===== config.mk =====
export PLATFORM = sky130hd
export DESIGN_NAME = axi_read_channel
export DESIGN_NICKNAME = d
export VERILOG_FILES = /design/src/verilog/vram_pkg.sv /design/src/verilog/axi_read_channel.sv
export SDC_FILE = /design/constraint.sdc
export NUM_CORES = 1
export LEC_CHECK = 0
export ABC_AREA = 1
export BUFFER_PORTS_ARGS = -buffer_cell sky130_fd_sc_hd__clkbuf_2
export CAP_MARGIN = 40
export CORE_AREA = 2 2 39 41
export DETAILED_ROUTE_END_ITERATION = 10
export DIE_AREA = 0 0 41 43
export PLACE_DENSITY = 0.79
export SKIP_LAST_GASP = 1
export SYNTH_ARGS = -nofsm -noshare
export SYNTH_HDL_FRONTEND = slang
export SYNTH_SLANG_ARGS = --single-unit

===== constraint.sdc =====
create_clock -name S_AXI_ACLK -period 1.3 [get_ports S_AXI_ACLK]
set_clock_uncertainty 0.1 [all_clocks]
set_input_delay 0.39 -clock S_AXI_ACLK [delete_from_list [all_inputs] [get_ports S_AXI_ACLK]]
set_output_delay 0.39 -clock S_AXI_ACLK [all_outputs]
set_load 0.02 [all_outputs]

===== src/verilog/vram_pkg.sv =====
`default_nettype none

package vram_pkg;

  // --------------------
  // axi4-lite bus geometry
  // --------------------

  // data bus, one 32-bit word per beat
  localparam int axi_data_width = 32;

  // byte address as seen on AWADDR / ARADDR
  localparam int axi_addr_width = 16;

  // one strobe bit per byte lane
  localparam int axi_strb_width = axi_data_width / 8;

  // --------------------
  // vram geometry
  // --------------------

  // byte offset inside a word is dropped, word index starts here
  localparam int addr_lsb = 2;

  // word index width, byte address bits 11..2
  // bits above 11 are ignored so the vram aliases through the window
  localparam int vram_addr_bits = 10;

  // number of 32-bit words in the vram
  localparam int vram_depth = 2 ** vram_addr_bits;

  // --------------------
  // response codes
  // --------------------

  // only OKAY is ever returned
  // every address decodes to some word, so no SLVERR / DECERR
  localparam logic [1:0] resp_okay = 2'b00;

endpackage

`default_nettype wire


===== src/verilog/axi_read_channel.sv =====
`timescale 1ns/10ps
`default_nettype none

module axi_read_channel import vram_pkg::*;
(
  input  logic                      S_AXI_ACLK,
  input  logic                      S_AXI_ARESETN,
  // read address
  input  logic [axi_addr_width-1:0] araddr,
  input  logic                      arvalid,
  output logic                      arready,
  // read response, data comes straight from the ram register
  output logic [1:0]                rresp,
  output logic                      rvalid,
  input  logic                      rready,
  // memory read port
  output logic                      rd_en,
  output logic [vram_addr_bits-1:0] rd_addr
);

  // new address only when the previous data has been taken
  logic accept;

  assign accept = ~arready && arvalid && ~rvalid;

  // --------------------
  // read address
  // --------------------

  // arready is a single-cycle pulse
  always_ff @(posedge S_AXI_ACLK)
  begin
    if (!S_AXI_ARESETN)
      arready <= 1'b0;
    else
      arready <= accept;
  end

  // word index latched together with the arready edge
  always_ff @(posedge S_AXI_ACLK)
  begin
    if (accept)
      rd_addr <= araddr[addr_lsb +: vram_addr_bits];
  end

  // ram register loads at the close of the arready cycle
  assign rd_en = arready && arvalid && ~rvalid;

  // --------------------
  // read response
  // --------------------

  // rvalid rises together with the ram output register
  always_ff @(posedge S_AXI_ACLK)
  begin
    if (!S_AXI_ARESETN)
    begin
      rvalid <= 1'b0;
      rresp  <= 2'b00;
    end
    else if (rd_en)
    begin
      rvalid <= 1'b1;
      rresp  <= resp_okay;
    end
    else if (rvalid && rready)
      rvalid <= 1'b0;
  end

  // --------------------
  // checks
  // --------------------

  // no address is taken while read data is still waiting
  a_no_ar_pending: assert property (@(posedge S_AXI_ACLK) disable iff (!S_AXI_ARESETN)
    $rose(arready) |-> !$past(rvalid) && !rvalid);

  // read data stays valid until the master takes it
  a_rvalid_hold: assert property (@(posedge S_AXI_ACLK) disable iff (!S_AXI_ARESETN)
    rvalid && !rready |=> rvalid);

endmodule

`default_nettype wire


==> impl_metrics.yaml <==
run_status:
  run_status: "finished, violations left"
  violations: "setup timing"
hold_path:
  hold_path_depth: 1
  min_path_type: "input port to flip-flop"
  min-delay-start: "araddr[11]"
  holdPathEnd: "rd_addr[9]$_DFFE_PP_"
clock_tree:
  hold_buffers: 0
  cts_tree: "yes"
  cts_root_buf: "clkbuf_4"
  worstSkewPairLatency_ns: 0.26
  cts_buffer_depth: 2
  clkTransAtPathRegs_ns: 0.07
  cts_buffers: 3
  htreeDepth: 1
  cts.sinks: 12
setup_path:
  worst_ep_required_time_ns: 0.81
  cp-end-kind: "primary output"
  crit_top_cell: "inv_2"
  slowest_delay_ns: 0.32
  crit_fanout: 2
  r2r_end: "rd_addr[3]$_DFFE_PP_"
  reg2reg_depth: 5
  critPathArrivalTime_ns: 0.88
  cp_slowest_cell: "dfxtp_2"
  path_cells: "inv_2, nand3_2, inv_2, buf_8"
  r2r-start: "rvalid$_SDFFE_PN0P_"
  reg2reg_slack_ns: 0.10
  crit_type: "flip-flop to primary output"
  start_kind: "flip-flop"
die:
  io_pins: 35
  fp.dieH_microns: 43
  fp.dieW_microns: 41
  core_sq_um: 1380
  start_util_pct: 28.9
  row_count: 14
  die_area_sq_um: 1760
yosys:
  synth.largest_area_cell: "edfxtp_1"
  syn_avg_cell_area_sq_um: 16.0
  synth.most_common_cell: "edfxtp_1"
  synthArstFlopShare_pct: 0
  synthTopCellsByCount: "10 x edfxtp_1, 4 x inv_1, 2 x buf_4, 2 x dfxtp_1, 2 x nand2_1"
  yosysSeqAreaShare_pct: 85.0
  yosys_warnings: 0
  ys_top_cells_by_area: "edfxtp_1 75%, dfxtp_1 10%, buf_4 3.8%"
  synth.cell_area_sq_um: 400
  yosys.area.top_type_share_pct: 75.0
  ys.flop_type: "edfxtp_1"
  ys_ff_latch: 12
  synth_edf_count: 10
  synthCells: 25
  synth_cell_types: 10
flow_run:
  cap_violations: 0
timing:
  grt_setup_unrepaired: "true"
  slew_violations: 0
  fin_setup_tns_ns: -0.0930
  min_period_ns: 1.37
  finalCritPeriodShare_pct: 105
  fmax_mhz: 729
  finalHoldViolations: 0
  worst_slack_ns: -0.0712
  final-setup-viol-count: 2
finish:
  synthToLayoutAreaGrowth_pct: 70.6
  drive_above_1_share_pct: 67.2
  num_antenna_cells: 0
  finalNetCount: 79
grt:
  grt_antenna_before_repair: 0
  grt_pass1_vias: 278
  grt_overflow: 0
  track_usage_pct: 9.41
  grt_max_degree: 11
  grt_pass1_wl_mm: 1.04
pwr:
  clock_power_share_pct: 27.2
  peakVddDrop_mv: 0.557
  power.internal_w: 0.000620
  p_comb_share_pct: 16.2
  leakage_nw: 0.315
  power.density_nw_per_um2: 1170
  p_seq_share_pct: 56.6
  swShare_pct: 22.7
  p_sw_w: 0.000182
route:
  drt_iter0_markers: 0
  viasPerCell: 3.96
  vias: 293
  firstDrtPassIters: 1
  postRouteWirelength_microns: 659
  wl_per_cell_microns: 8.91
  drc: 0
  antenna_left: 0
placement:
  io_buffers: 26
  gp_congestion: 0.564
  post-dp-hpwl_microns: 488
  dp_slack_ns: 0.0256
## placed cells by master, fill, tap and decap left out
| cell | netlist | final |
|---|---|---|
| buf_6 | 0 | 8 |
| inv_1 | 4 | 2 |
| nand3_2 | 0 | 1 |
| buf_8 | 0 | 1 |
| dfxtp_4 | 0 | 1 |
| nor2_2 | 0 | 1 |
| clkinv_1 | 0 | 1 |
| a21oi_1 | 1 | 1 |
| buf_12 | 0 | 1 |
| buf_4 | 2 | 4 |
| buf_2 | 0 | 2 |
| edfxtp_1 | 10 | 10 |
| inv_2 | 0 | 2 |
| conb_1 | 1 | 2 |
| clkbuf_2 | 0 | 14 |
| nor3_1 | 1 | 1 |
| dfxtp_2 | 0 | 1 |
| clkbuf_4 | 0 | 3 |
| nand2_1 | 2 | 2 |
## logic make-up after synthesis
| family | after synthesis | share of synthesized area (%) |
|---|---|---|
| compound gates | 1 | 1.25 |
| buf+inv | 6 | 7.50 |
| flops | 12 | 85.0 |
| other cells | 1 | 0.937 |
| simple gates | 5 | 5.31 |
## worst max path at each step
stage / cells after the start / slack [ns] / from / to
5_1_grt: 4 / -0.14 / rvalid$_SDFFE_PN0P_ / rd_en
3_5_place_dp: 4 / 0.03 / arvalid / rd_en
3_3_place_gp: 4 / 0.03 / arvalid / rd_en
6_report: 4 / -0.07 / rvalid$_SDFFE_PN0P_ / rd_en
4_1_cts: 4 / -0.11 / rvalid$_SDFFE_PN0P_ / rd_en
2_1_floorplan: 3 / 0.03 / rvalid$_SDFFE_PN0P_ / rd_addr[0]$_DFFE_PP_
## registers in the layout, summed over array words and instances (netlist names)
signal   count
arready      1
rvalid       1
rd_addr     10
## area by class of cell
class | instances | area, sq um
Clock buffer | 3 | 22.5
Clock inverter | 1 | 3.75
Fill cell | 128 | 701
Inverter | 4 | 15.0
Multi-Input combinational cell | 8 | 41.3
Sequential cell | 12 | 345
Tap cell | 16 | 20.0
Timing Repair Buffer | 30 | 235
## per-layer routing
metal	up-vias	part of all wire (%)	wire length [microns]	GRT usage [%]
li1	147	-	-	-
met1	130	32	210	7.17
met2	16	59	388	16.3
met3	0	9.1	60	6.81
met4	0	0	0	4.00
met5	-	0	0	0
## power groups by stage
| stage | clock network (W) | logic, W | registers [W] |
|---|---|---|---|
| 6_report | 0.000218 | 0.000130 | 0.000454 |
| 5_1_grt | 0.000252 | 0.000142 | 0.000456 |
| 4_1_cts | 0.000232 | 0.000112 | 0.000452 |
| 3_5_place_dp | 0 | 0.000104 | 0.000460 |
| 3_3_place_gp | 0 | 0.000103 | 0.000460 |
| 2_1_floorplan | 0 | 0.0000255 | 0.000490 |
## worst max-delay path: cells and delay by family, from the launching register on
kind	cells	cell delay [ns]
simple gates	1	0.08
flops	1	0.32
buf+inv	3	0.22
## stage by stage
stage	hold WS [ns]	cell area, sq um	std cells	utilization (%)	power [W]
after floorplan	0.389	407	26	-	0.000516
after global placement	0.375	562	67	40.6	0.000562
after detailed placement	0.382	562	67	40.6	0.000564
after CTS	0.189	627	74	45.3	0.000797
after global routing	0.181	683	74	49.4	0.000850
final	0.200	683	74	49.4	0.000802
## repair_timing
action	CTS	global route
gates resized for setup	7	30
pin swaps	1	1
setup buffers	3	0
endpoints found under the setup margin	3	13
Note: power is estimated with default switching activity, not from simulation.
