`src/verilog/vram_pkg.sv`:
```
`default_nettype none

package vram_pkg;

  // --------------------
  // axi4-lite bus geometry
  // --------------------

  // data bus, one 32-bit word per beat
  localparam int axi_data_width = 32;

  // byte address as seen on AWADDR / ARADDR
  localparam int axi_addr_width = 16;

  // one strobe bit per byte lane
  localparam int axi_strb_width = axi_data_width / 8;

  // --------------------
  // vram geometry
  // --------------------

  // byte offset inside a word is dropped, word index starts here
  localparam int addr_lsb = 2;

  // word index width, byte address bits 11..2
  // bits above 11 are ignored so the vram aliases through the window
  localparam int vram_addr_bits = 10;

  // number of 32-bit words in the vram
  localparam int vram_depth = 2 ** vram_addr_bits;

  // --------------------
  // response codes
  // --------------------

  // only OKAY is ever returned
  // every address decodes to some word, so no SLVERR / DECERR
  localparam logic [1:0] resp_okay = 2'b00;

endpackage

`default_nettype wire

```
`src/verilog/axi_write_channel.sv`:
```
`timescale 1ns/10ps
`default_nettype none

module axi_write_channel import vram_pkg::*;
(
  input  logic                      S_AXI_ACLK,
  input  logic                      S_AXI_ARESETN,
  // write address
  input  logic [axi_addr_width-1:0] awaddr,
  input  logic                      awvalid,
  output logic                      awready,
  // write data
  input  logic [axi_data_width-1:0] wdata,
  input  logic [axi_strb_width-1:0] wstrb,
  input  logic                      wvalid,
  output logic                      wready,
  // write response
  output logic [1:0]                bresp,
  output logic                      bvalid,
  input  logic                      bready,
  // memory write port
  output logic                      wr_en,
  output logic [vram_addr_bits-1:0] wr_addr,
  output logic [axi_data_width-1:0] wr_data,
  output logic [axi_strb_width-1:0] wr_strb
);

  // high while no write is in flight, cleared from acceptance to response
  logic aw_en;
  // address and data both present and the slave is free
  logic accept;

  assign accept = ~awready && awvalid && wvalid && aw_en;

  // --------------------
  // address / data ready
  // --------------------

  // one-cycle pulse on both readies, address and data go together
  always_ff @(posedge S_AXI_ACLK)
  begin
    if (!S_AXI_ARESETN)
    begin
      awready <= 1'b0;
      wready  <= 1'b0;
      aw_en   <= 1'b1;
    end
    else
    begin
      awready <= accept;
      wready  <= accept;
      // block a second write until the master takes the response
      if (accept)
        aw_en <= 1'b0;
      else if (bvalid && bready)
        aw_en <= 1'b1;
    end
  end

  // latch the word index on the edge that raises the readies
  // byte offset and bits above 11 are dropped here
  always_ff @(posedge S_AXI_ACLK)
  begin
    if (accept)
      wr_addr <= awaddr[addr_lsb +: vram_addr_bits];
  end

  // --------------------
  // memory write
  // --------------------

  // data and strobes are still held by the master during the ready cycle
  assign wr_en   = awready && wready && awvalid && wvalid;
  assign wr_data = wdata;
  assign wr_strb = wstrb;

  // --------------------
  // write response
  // --------------------

  // bvalid rises on the edge that closes the ready cycle
  always_ff @(posedge S_AXI_ACLK)
  begin
    if (!S_AXI_ARESETN)
    begin
      bvalid <= 1'b0;
      bresp  <= 2'b00;
    end
    else if (wr_en && !bvalid)
    begin
      bvalid <= 1'b1;
      bresp  <= resp_okay;
    end
    else if (bvalid && bready)
      bvalid <= 1'b0;
  end

  // --------------------
  // checks
  // --------------------

  // address and data are always taken in the same cycle
  a_ready_pair: assert property (@(posedge S_AXI_ACLK) disable iff (!S_AXI_ARESETN)
    awready == wready);

  // response is held until the master takes it
  a_bvalid_hold: assert property (@(posedge S_AXI_ACLK) disable iff (!S_AXI_ARESETN)
    bvalid && !bready |=> bvalid);

  // only one write outstanding, nothing reaches the ram while a response waits
  a_no_write_pending: assert property (@(posedge S_AXI_ACLK) disable iff (!S_AXI_ARESETN)
    wr_en |-> !bvalid);

endmodule

`default_nettype wire

```
`config.mk`:
```
export PLATFORM = sky130hd
export DESIGN_NAME = axi_write_channel
export DESIGN_NICKNAME = d
export VERILOG_FILES = /design/src/verilog/vram_pkg.sv /design/src/verilog/axi_write_channel.sv
export SDC_FILE = /design/constraint.sdc
export NUM_CORES = 1
export LEC_CHECK = 0
export BUFFER_PORTS_ARGS = -buffer_cell sky130_fd_sc_hd__buf_2
export CAP_MARGIN = 20
export CORE_ASPECT_RATIO = 1.5
export CORE_UTILIZATION = 31
export DETAILED_ROUTE_END_ITERATION = 10
export PLACE_DENSITY = 0.85
export SYNTH_ARGS = -nofsm -noshare
export SYNTH_HDL_FRONTEND = slang
export SYNTH_SLANG_ARGS = --single-unit
```
`constraint.sdc`:
```
create_clock -name S_AXI_ACLK -period 3.1 [get_ports S_AXI_ACLK]
set_clock_uncertainty 0.1 [all_clocks]
set_input_delay 0.775 -clock S_AXI_ACLK [delete_from_list [all_inputs] [get_ports S_AXI_ACLK]]
set_output_delay 0.775 -clock S_AXI_ACLK [all_outputs]
set_load 0.1 [all_outputs]
```
==> results of run 1 <==
-- flip-flops by register name, summed over array words and instances (netlist names) --
signal / flops
wready: 1
wr_addr: 10
aw_en: 1
bvalid: 1
-- power by group through the flow --
stage	sequential, mW	combinational (mW)	clock [mW]
6_report	0.199	0.0841	0.0960
5_1_grt	0.200	0.0876	0.114
4_1_cts	0.199	0.0844	0.103
3_5_place_dp	0.203	0.0843	0
3_3_place_gp	0.202	0.0835	0
2_1_floorplan	0.249	0.243	0
-- synthesized netlist by cell type --
| cell | number | area [µm²] |
|---|---|---|
| sky130_fd_sc_hd__conb_1 | 1 | 3.750 |
| sky130_fd_sc_hd__nand4b_1 | 1 | 8.760 |
| sky130_fd_sc_hd__o21ai_1 | 1 | 5.000 |
| sky130_fd_sc_hd__buf_4 | 39 | 292.8 |
| sky130_fd_sc_hd__and4b_1 | 1 | 10.01 |
| sky130_fd_sc_hd__a21boi_1 | 1 | 7.510 |
| sky130_fd_sc_hd__and2_1 | 1 | 6.260 |
| sky130_fd_sc_hd__and3_1 | 1 | 6.260 |
| sky130_fd_sc_hd__a21oi_1 | 1 | 5.000 |
| sky130_fd_sc_hd__dfxtp_1 | 3 | 60.06 |
| sky130_fd_sc_hd__nand2b_1 | 1 | 6.260 |
| sky130_fd_sc_hd__edfxtp_1 | 10 | 300.3 |
-- through the flow --
step                power (mW)  cell area [µm²]  util [%]  hold WS (ps)
global placement        0.2859            590.6     28.10         371.2
detailed placement      0.2871            590.6     28.10         378.7
CTS                     0.3860            616.8     29.35         399.0
finish                  0.3788            616.8     29.35         392.3
global route            0.4017            616.8     29.35         411.5
floorplan               0.4923            715.7         -         358.4
-- worst min path at each step --
stage                      from    end  slack [ps]  cells after the start
after floorplan           aw_en  aw_en         360                      2
after global placement    aw_en  aw_en         370                      2
after detailed placement  aw_en  aw_en         380                      2
after CTS                 aw_en  aw_en         400                      2
after global routing      aw_en  aw_en         410                      2
final                     aw_en  aw_en         390                      2
-- layer usage --
| metal | up-vias | track usage [%] |
|---|---|---|
| met4 | 0 | 13.82 |
| met3 | 18 | 2.930 |
| met5 | - | 0 |
| li1 | 148 | - |
| met1 | 138 | 5.909 |
| met2 | 45 | 13.17 |
-- layout make-up --
class	count	share of cell area [%]
flip-flops and latches	13	58.42
well taps	22	4.462
repair buffers	28	22.72
multi-input cells	10	10.14
clock buffers	4	4.260
-- logic make-up after synthesis --
| kind of cell | count (synthesis) |
|---|---|
| AO/OA/AOI/OAI | 3 |
| buffers and inverters | 39 |
| flip-flops | 13 |
| other | 1 |
| AND/OR/NAND/NOR | 5 |
==> flow_summary.json, run 1 <==
{
  "grt_residual_overflow": 0,
  "timing_hold_violations_final": 0,
  "place.detailed.instances": 73,
  "dr.max_layer_used": "met4",
  "floorplan.initialDensity_pct": 33.87,
  "maxCapViolCount": 0,
  "timing.critical_path.max_delay_family": "buffers and inverters",
  "via_count": 349,
  "gr_usage_total_pct": 8.674,
  "synth-compound-area-share_pct": 2.460,
  "fin_crit_sh_pct": 74.22,
  "antennaDiodeCount": 0,
  "fraction_of_final_layout_cells_with_drive_strength_greater_than_1_pct": 56.36,
  "main_combinational_cell_family_by_area_after_synthesis": "buffers and inverters",
  "cellInternalPower_mw": 0.2588,
  "power.static_leakage_nw": 0.2766,
  "cts_num_sinks": 13,
  "yosysWarnings": 0,
  "run_status": "finished, final reports clean",
  "finish.net_count": 113,
  "most_used_cells_in_the_layout_excluding_fill_and_tap_cells": "28 x sky130_fd_sc_hd__buf_2, 10 x sky130_fd_sc_hd__edfxtp_1, 3 x sky130_fd_sc_hd__dfxtp_1, 3 x sky130_fd_sc_hd__clkbuf_4, 2 x sky130_fd_sc_hd__conb_1",
  "die_w_um": 41.13,
  "post_synth_and_or_nand_nor_area_fraction_pct": 5.272,
  "portBuffers": 28,
  "place.gp.congestion": 0.4258,
  "timing.final.crit_period_ps": 2301,
  "yosys-mux-area-fraction_pct": 0,
  "final.setup.worst_slack_ps": 799.2,
  "cp.required_ps": 2220,
  "power.share.sequential_pct": 52.5,
  "initialDrtViolationCount": 4,
  "finalSetupViolCount": 0,
  "path_common_cell": "sky130_fd_sc_hd__buf_2",
  "worst_setup_path_start_kind": "input port",
  "path_class": "input port to output pin",
  "synth_area_um2": 711.9,
  "grt_start_max_net_pins": 13,
  "synthDistinctLibCells": 12,
  "critical_path.cell_chain": "buf_2, and3_1, buf_2",
  "xor_xnor_fraction_of_synth_area_pct": 0,
  "share_comb_of_total_power_pct": 22.2,
  "share_clk_of_total_power_pct": 25.4,
  "finish.cell_count_without_fillers": 77,
  "power_switching_mw": 0.1200,
  "remaining_design_rule_violation_count": 0,
  "final_common_cell": "sky130_fd_sc_hd__buf_2",
  "wl_met2_um": 456,
  "multi_input_area_um2": 62.56,
  "grt_pass1_wl_um": 1380,
  "clock_insertion_delay_worst_skew_ps": 260,
  "routed_via_density": 4.532,
  "grt_pass1_vias": 318,
  "die_area_um2": 2496,
  "number_of_antenna_violations_at_the_first_check_in_global_routing": 0,
  "ioPinCount": 109,
  "detailedRoute.firstPassIterationCount": 4,
  "crit_cells": 3,
  "cts_tree": "done",
  "hp-class": "register to register",
  "floorplan.die.height_um": 60.69,
  "area.sequential_um2": 360.3,
  "crit_path_top_delay_cell": "sky130_fd_sc_hd__buf_2",
  "worst-r2r-cell-count": 1,
  "wire_per_inst_um": 14.51,
  "power_density_nw_per_um2": 614.1,
  "post_cts_resized": 0,
  "syn-instance-count": 61,
  "worstPathArrival_ps": 1430,
  "met1_length_um": 302,
  "number_of_clock_buffers_inserted_by_tritoncts": 3,
  "seq_area_frac_synth_pct": 50.62,
  "reg2reg_slack_ps": 1730,
  "maxClockFrequency_mhz": 434.6,
  "path_clk_slew_ps": 70,
  "post_synth_fa_ha_maj_area_fraction_pct": 0,
  "count_of_state_elements_after_synthesis": 13,
  "placementRows": 20,
  "critPathLaunch": "wvalid",
  "finalWirelength_um": 1117,
  "sum_of_negative_setup_slack_ps": 0,
  "area_delta_synth_final_pct": -13.36,
  "cts_setup_buffers": 0,
  "critical_path.endpoint": "wr_en",
  "timing_max_transition_violations_final": 0,
  "ctsHtreeMaxLevel": 1,
  "worst_setup_path_end_kind": "output pin",
  "switching_share_pct": 31.69,
  "rsz0062_at_grt": "no",
  "core_um2": 2102,
  "antenna_violating_nets_post_route": 0,
  "filler_cell_count": 220,
  "cts-hold-fix-buffers": 0,
  "met3_wirelength_um": 266,
  "syn-mean-instance-area_um2": 11.67,
  "critical_path.reg2reg.endpoint": "wr_addr[2]",
  "r2r_start": "wready",
  "max_stage_delay_ps": 410,
  "preCtsSetupSlack_ps": 799.9,
  "cts_buffer_depth": 2,
  "worst_ir_drop_vdd_mv": 0.1428,
  "worst-path-max-fanout": 3,
  "path_buf_inv": 2,
  "cts_root_buf": "sky130_fd_sc_hd__clkbuf_4"
}
Note: power is estimated with default switching activity, not from simulation.
==> inputs of run 2 (changes only) <==
--- a/config.mk
+++ b/config.mk
@@ -8,9 +8,9 @@
 export BUFFER_PORTS_ARGS = -buffer_cell sky130_fd_sc_hd__buf_2
 export CAP_MARGIN = 20
 export CORE_ASPECT_RATIO = 1.5
-export CORE_UTILIZATION = 31
+export CORE_UTILIZATION = 28
 export DETAILED_ROUTE_END_ITERATION = 10
-export PLACE_DENSITY = 0.85
+export PLACE_DENSITY = 0.78
 export SYNTH_ARGS = -nofsm -noshare
 export SYNTH_HDL_FRONTEND = slang
 export SYNTH_SLANG_ARGS = --single-unit
==> constraint.sdc (replaced) <==
create_clock -name S_AXI_ACLK -period 2.2 [get_ports S_AXI_ACLK]
set_clock_uncertainty 0.1 [all_clocks]
set_input_delay 0.55 -clock S_AXI_ACLK [delete_from_list [all_inputs] [get_ports S_AXI_ACLK]]
set_output_delay 0.55 -clock S_AXI_ACLK [all_outputs]
set_load 0.1 [all_outputs]
==> run 2 against run 1 <==
  * Wire length increased by 3.0%
  * Die area increased by 10%
  * Count of clock-buffer cells in the layout unchanged
  * Power increased by 41%
  * Combinational power increased by 41%
  * Hold slack got worse by 37 ps
  * Global-route usage decreased by 0.44 points
  * Non-clock buffer count unchanged
==> flow_summary.json, run 2 (synthesis results as in run 1) <==
{
  "filler_cell_count": 258,
  "routed_via_density": 4.633,
  "ioPinCount": 109,
  "timing.critical_path.max_delay_family": "buffers and inverters",
  "rsz0062_at_grt": "no",
  "grt_residual_overflow": 0,
  "remaining_design_rule_violation_count": 0,
  "cts_buffer_depth": 2,
  "cts_tree": "done",
  "finalWirelength_um": 1151,
  "finalSetupViolCount": 0,
  "worst_ir_drop_vdd_mv": 0.1794,
  "floorplan.initialDensity_pct": 29.39,
  "area_delta_synth_final_pct": -12.65,
  "portBuffers": 28,
  "fin_crit_sh_pct": 84.74,
  "placementRows": 22,
  "max_flop_register": "wr_addr",
  "crit_path_top_delay_cell": "sky130_fd_sc_hd__buf_2",
  "hp-class": "input port to register",
  "number_of_antenna_violations_at_the_first_check_in_global_routing": 0,
  "largest_register_ff_count": 10,
  "die_area_um2": 2752,
  "initialDrtViolationCount": 4,
  "path_common_cell": "sky130_fd_sc_hd__buf_2",
  "timing.final.crit_period_ps": 1864,
  "fraction_of_final_layout_cells_with_drive_strength_greater_than_1_pct": 60.00,
  "wire_per_inst_um": 14.57,
  "place.detailed.instances": 75,
  "finish.cell_count_without_fillers": 79,
  "preCtsSetupSlack_ps": 333.8,
  "cts_num_sinks": 13,
  "worst-path-max-fanout": 3,
  "most_used_cells_in_the_layout_excluding_fill_and_tap_cells": "28 x sky130_fd_sc_hd__buf_2, 10 x sky130_fd_sc_hd__edfxtp_1, 3 x sky130_fd_sc_hd__clkbuf_4, 2 x sky130_fd_sc_hd__conb_1, 2 x sky130_fd_sc_hd__dfxtp_1",
  "grt_pass1_vias": 327,
  "worst-r2r-cell-count": 1,
  "maxCapViolCount": 0,
  "fin_util_pct": 25.67,
  "clock_insertion_delay_worst_skew_ps": 270,
  "die_w_um": 43.17,
  "grt_pass1_wl_um": 1518,
  "critical_path.cell_chain": "buf_2, and3_2, buf_2",
  "final_common_cell": "sky130_fd_sc_hd__buf_2",
  "r2r_start": "wready",
  "cts_root_buf": "sky130_fd_sc_hd__clkbuf_4",
  "power_density_nw_per_um2": 860.5,
  "path_clk_slew_ps": 70,
  "post_cts_resized": 0,
  "cts_setup_buffers": 0,
  "crit_cells": 3,
  "gr_usage_total_pct": 8.239,
  "worst_setup_path_start_kind": "input port",
  "cts-hold-fix-buffers": 0,
  "grt_start_max_net_pins": 13,
  "sum_of_negative_setup_slack_ps": 0,
  "antenna_violating_nets_post_route": 0,
  "path_class": "input port to output pin",
  "final.setup.worst_slack_ps": 335.7,
  "maxClockFrequency_mhz": 536.4,
  "run_status": "finished, final reports clean",
  "timing_max_transition_violations_final": 0,
  "worst_hold_path.endpoint": "wr_addr[3]",
  "power.static_leakage_nw": 0.2765,
  "start_point_of_the_worst_min_delay_path": "awaddr[5]",
  "hold_path_depth": 1,
  "floorplan.die.height_um": 63.76,
  "worst_setup_path_end_kind": "output pin",
  "max_stage_delay_ps": 410,
  "timing_hold_violations_final": 0,
  "detailedRoute.firstPassIterationCount": 4,
  "worstPathArrival_ps": 1210,
  "place.gp.congestion": 0.6556,
  "antennaDiodeCount": 0,
  "cp.required_ps": 1550,
  "number_of_clock_buffers_inserted_by_tritoncts": 3,
  "path_buf_inv": 2,
  "core_um2": 2422,
  "critical_path.reg2reg.endpoint": "wr_addr[5]",
  "ctsHtreeMaxLevel": 1,
  "finish.net_count": 113,
  "reg2reg_slack_ps": 850,
  "holdWs_ps": 355.7,
  "via_count": 366
}
==> run 2: cell count changes in the layout (fill, tap and decap cells not counted) <==
cell / previous run / this run
sky130_fd_sc_hd__and3_1: 1 / 0
sky130_fd_sc_hd__and3_2: 0 / 1
sky130_fd_sc_hd__dfxtp_1: 3 / 2
sky130_fd_sc_hd__dfxtp_2: 0 / 1
==> run 2: final cells by class <==
class,instances,area [µm²],share of cell area [%]
multi-input combinational,10,63.81,10.26
tap,24,30.03,4.829
timing repair buffer,28,140.1,22.54
sequential,13,361.6,58.15
clock buffer,4,26.28,4.225
==> run 2: stage by stage <==
step / cell area (µm²) / power (mW)
final: 621.8 / 0.5351
after global routing: 621.8 / 0.5631
after CTS: 621.8 / 0.5414
after detailed placement: 595.6 / 0.4049
after global placement: 595.6 / 0.4036
after floorplan: 718.2 / 0.6940
==> run 2: layer usage <==
metal | vias up | track usage [%] | part of all wire, %
li1 | 147 | - | -
met1 | 146 | 4.100 | 22
met2 | 47 | 10.45 | 38
met3 | 26 | 5.650 | 24
met4 | 0 | 17.42 | 16
met5 | - | 0 | 0
==> run 2: how the worst max path moves through the flow <==
| stage | start | end | slack [ps] |
|---|---|---|---|
| finish | wvalid | wr_en | 340 |
| global route | wready | wr_en | 310 |
| CTS | awvalid | wr_en | 330 |
| detailed placement | awvalid | wr_en | 330 |
| global placement | wvalid | wr_en | 340 |
| floorplan | wready | wr_en | 270 |
==> run 2: power by group <==
group | internal (mW) | switching [mW] | total [mW]
clock | 0.0702 | 0.0660 | 0.136
combinational | 0.0179 | 0.101 | 0.119
sequential | 0.277 | 0.00309 | 0.280
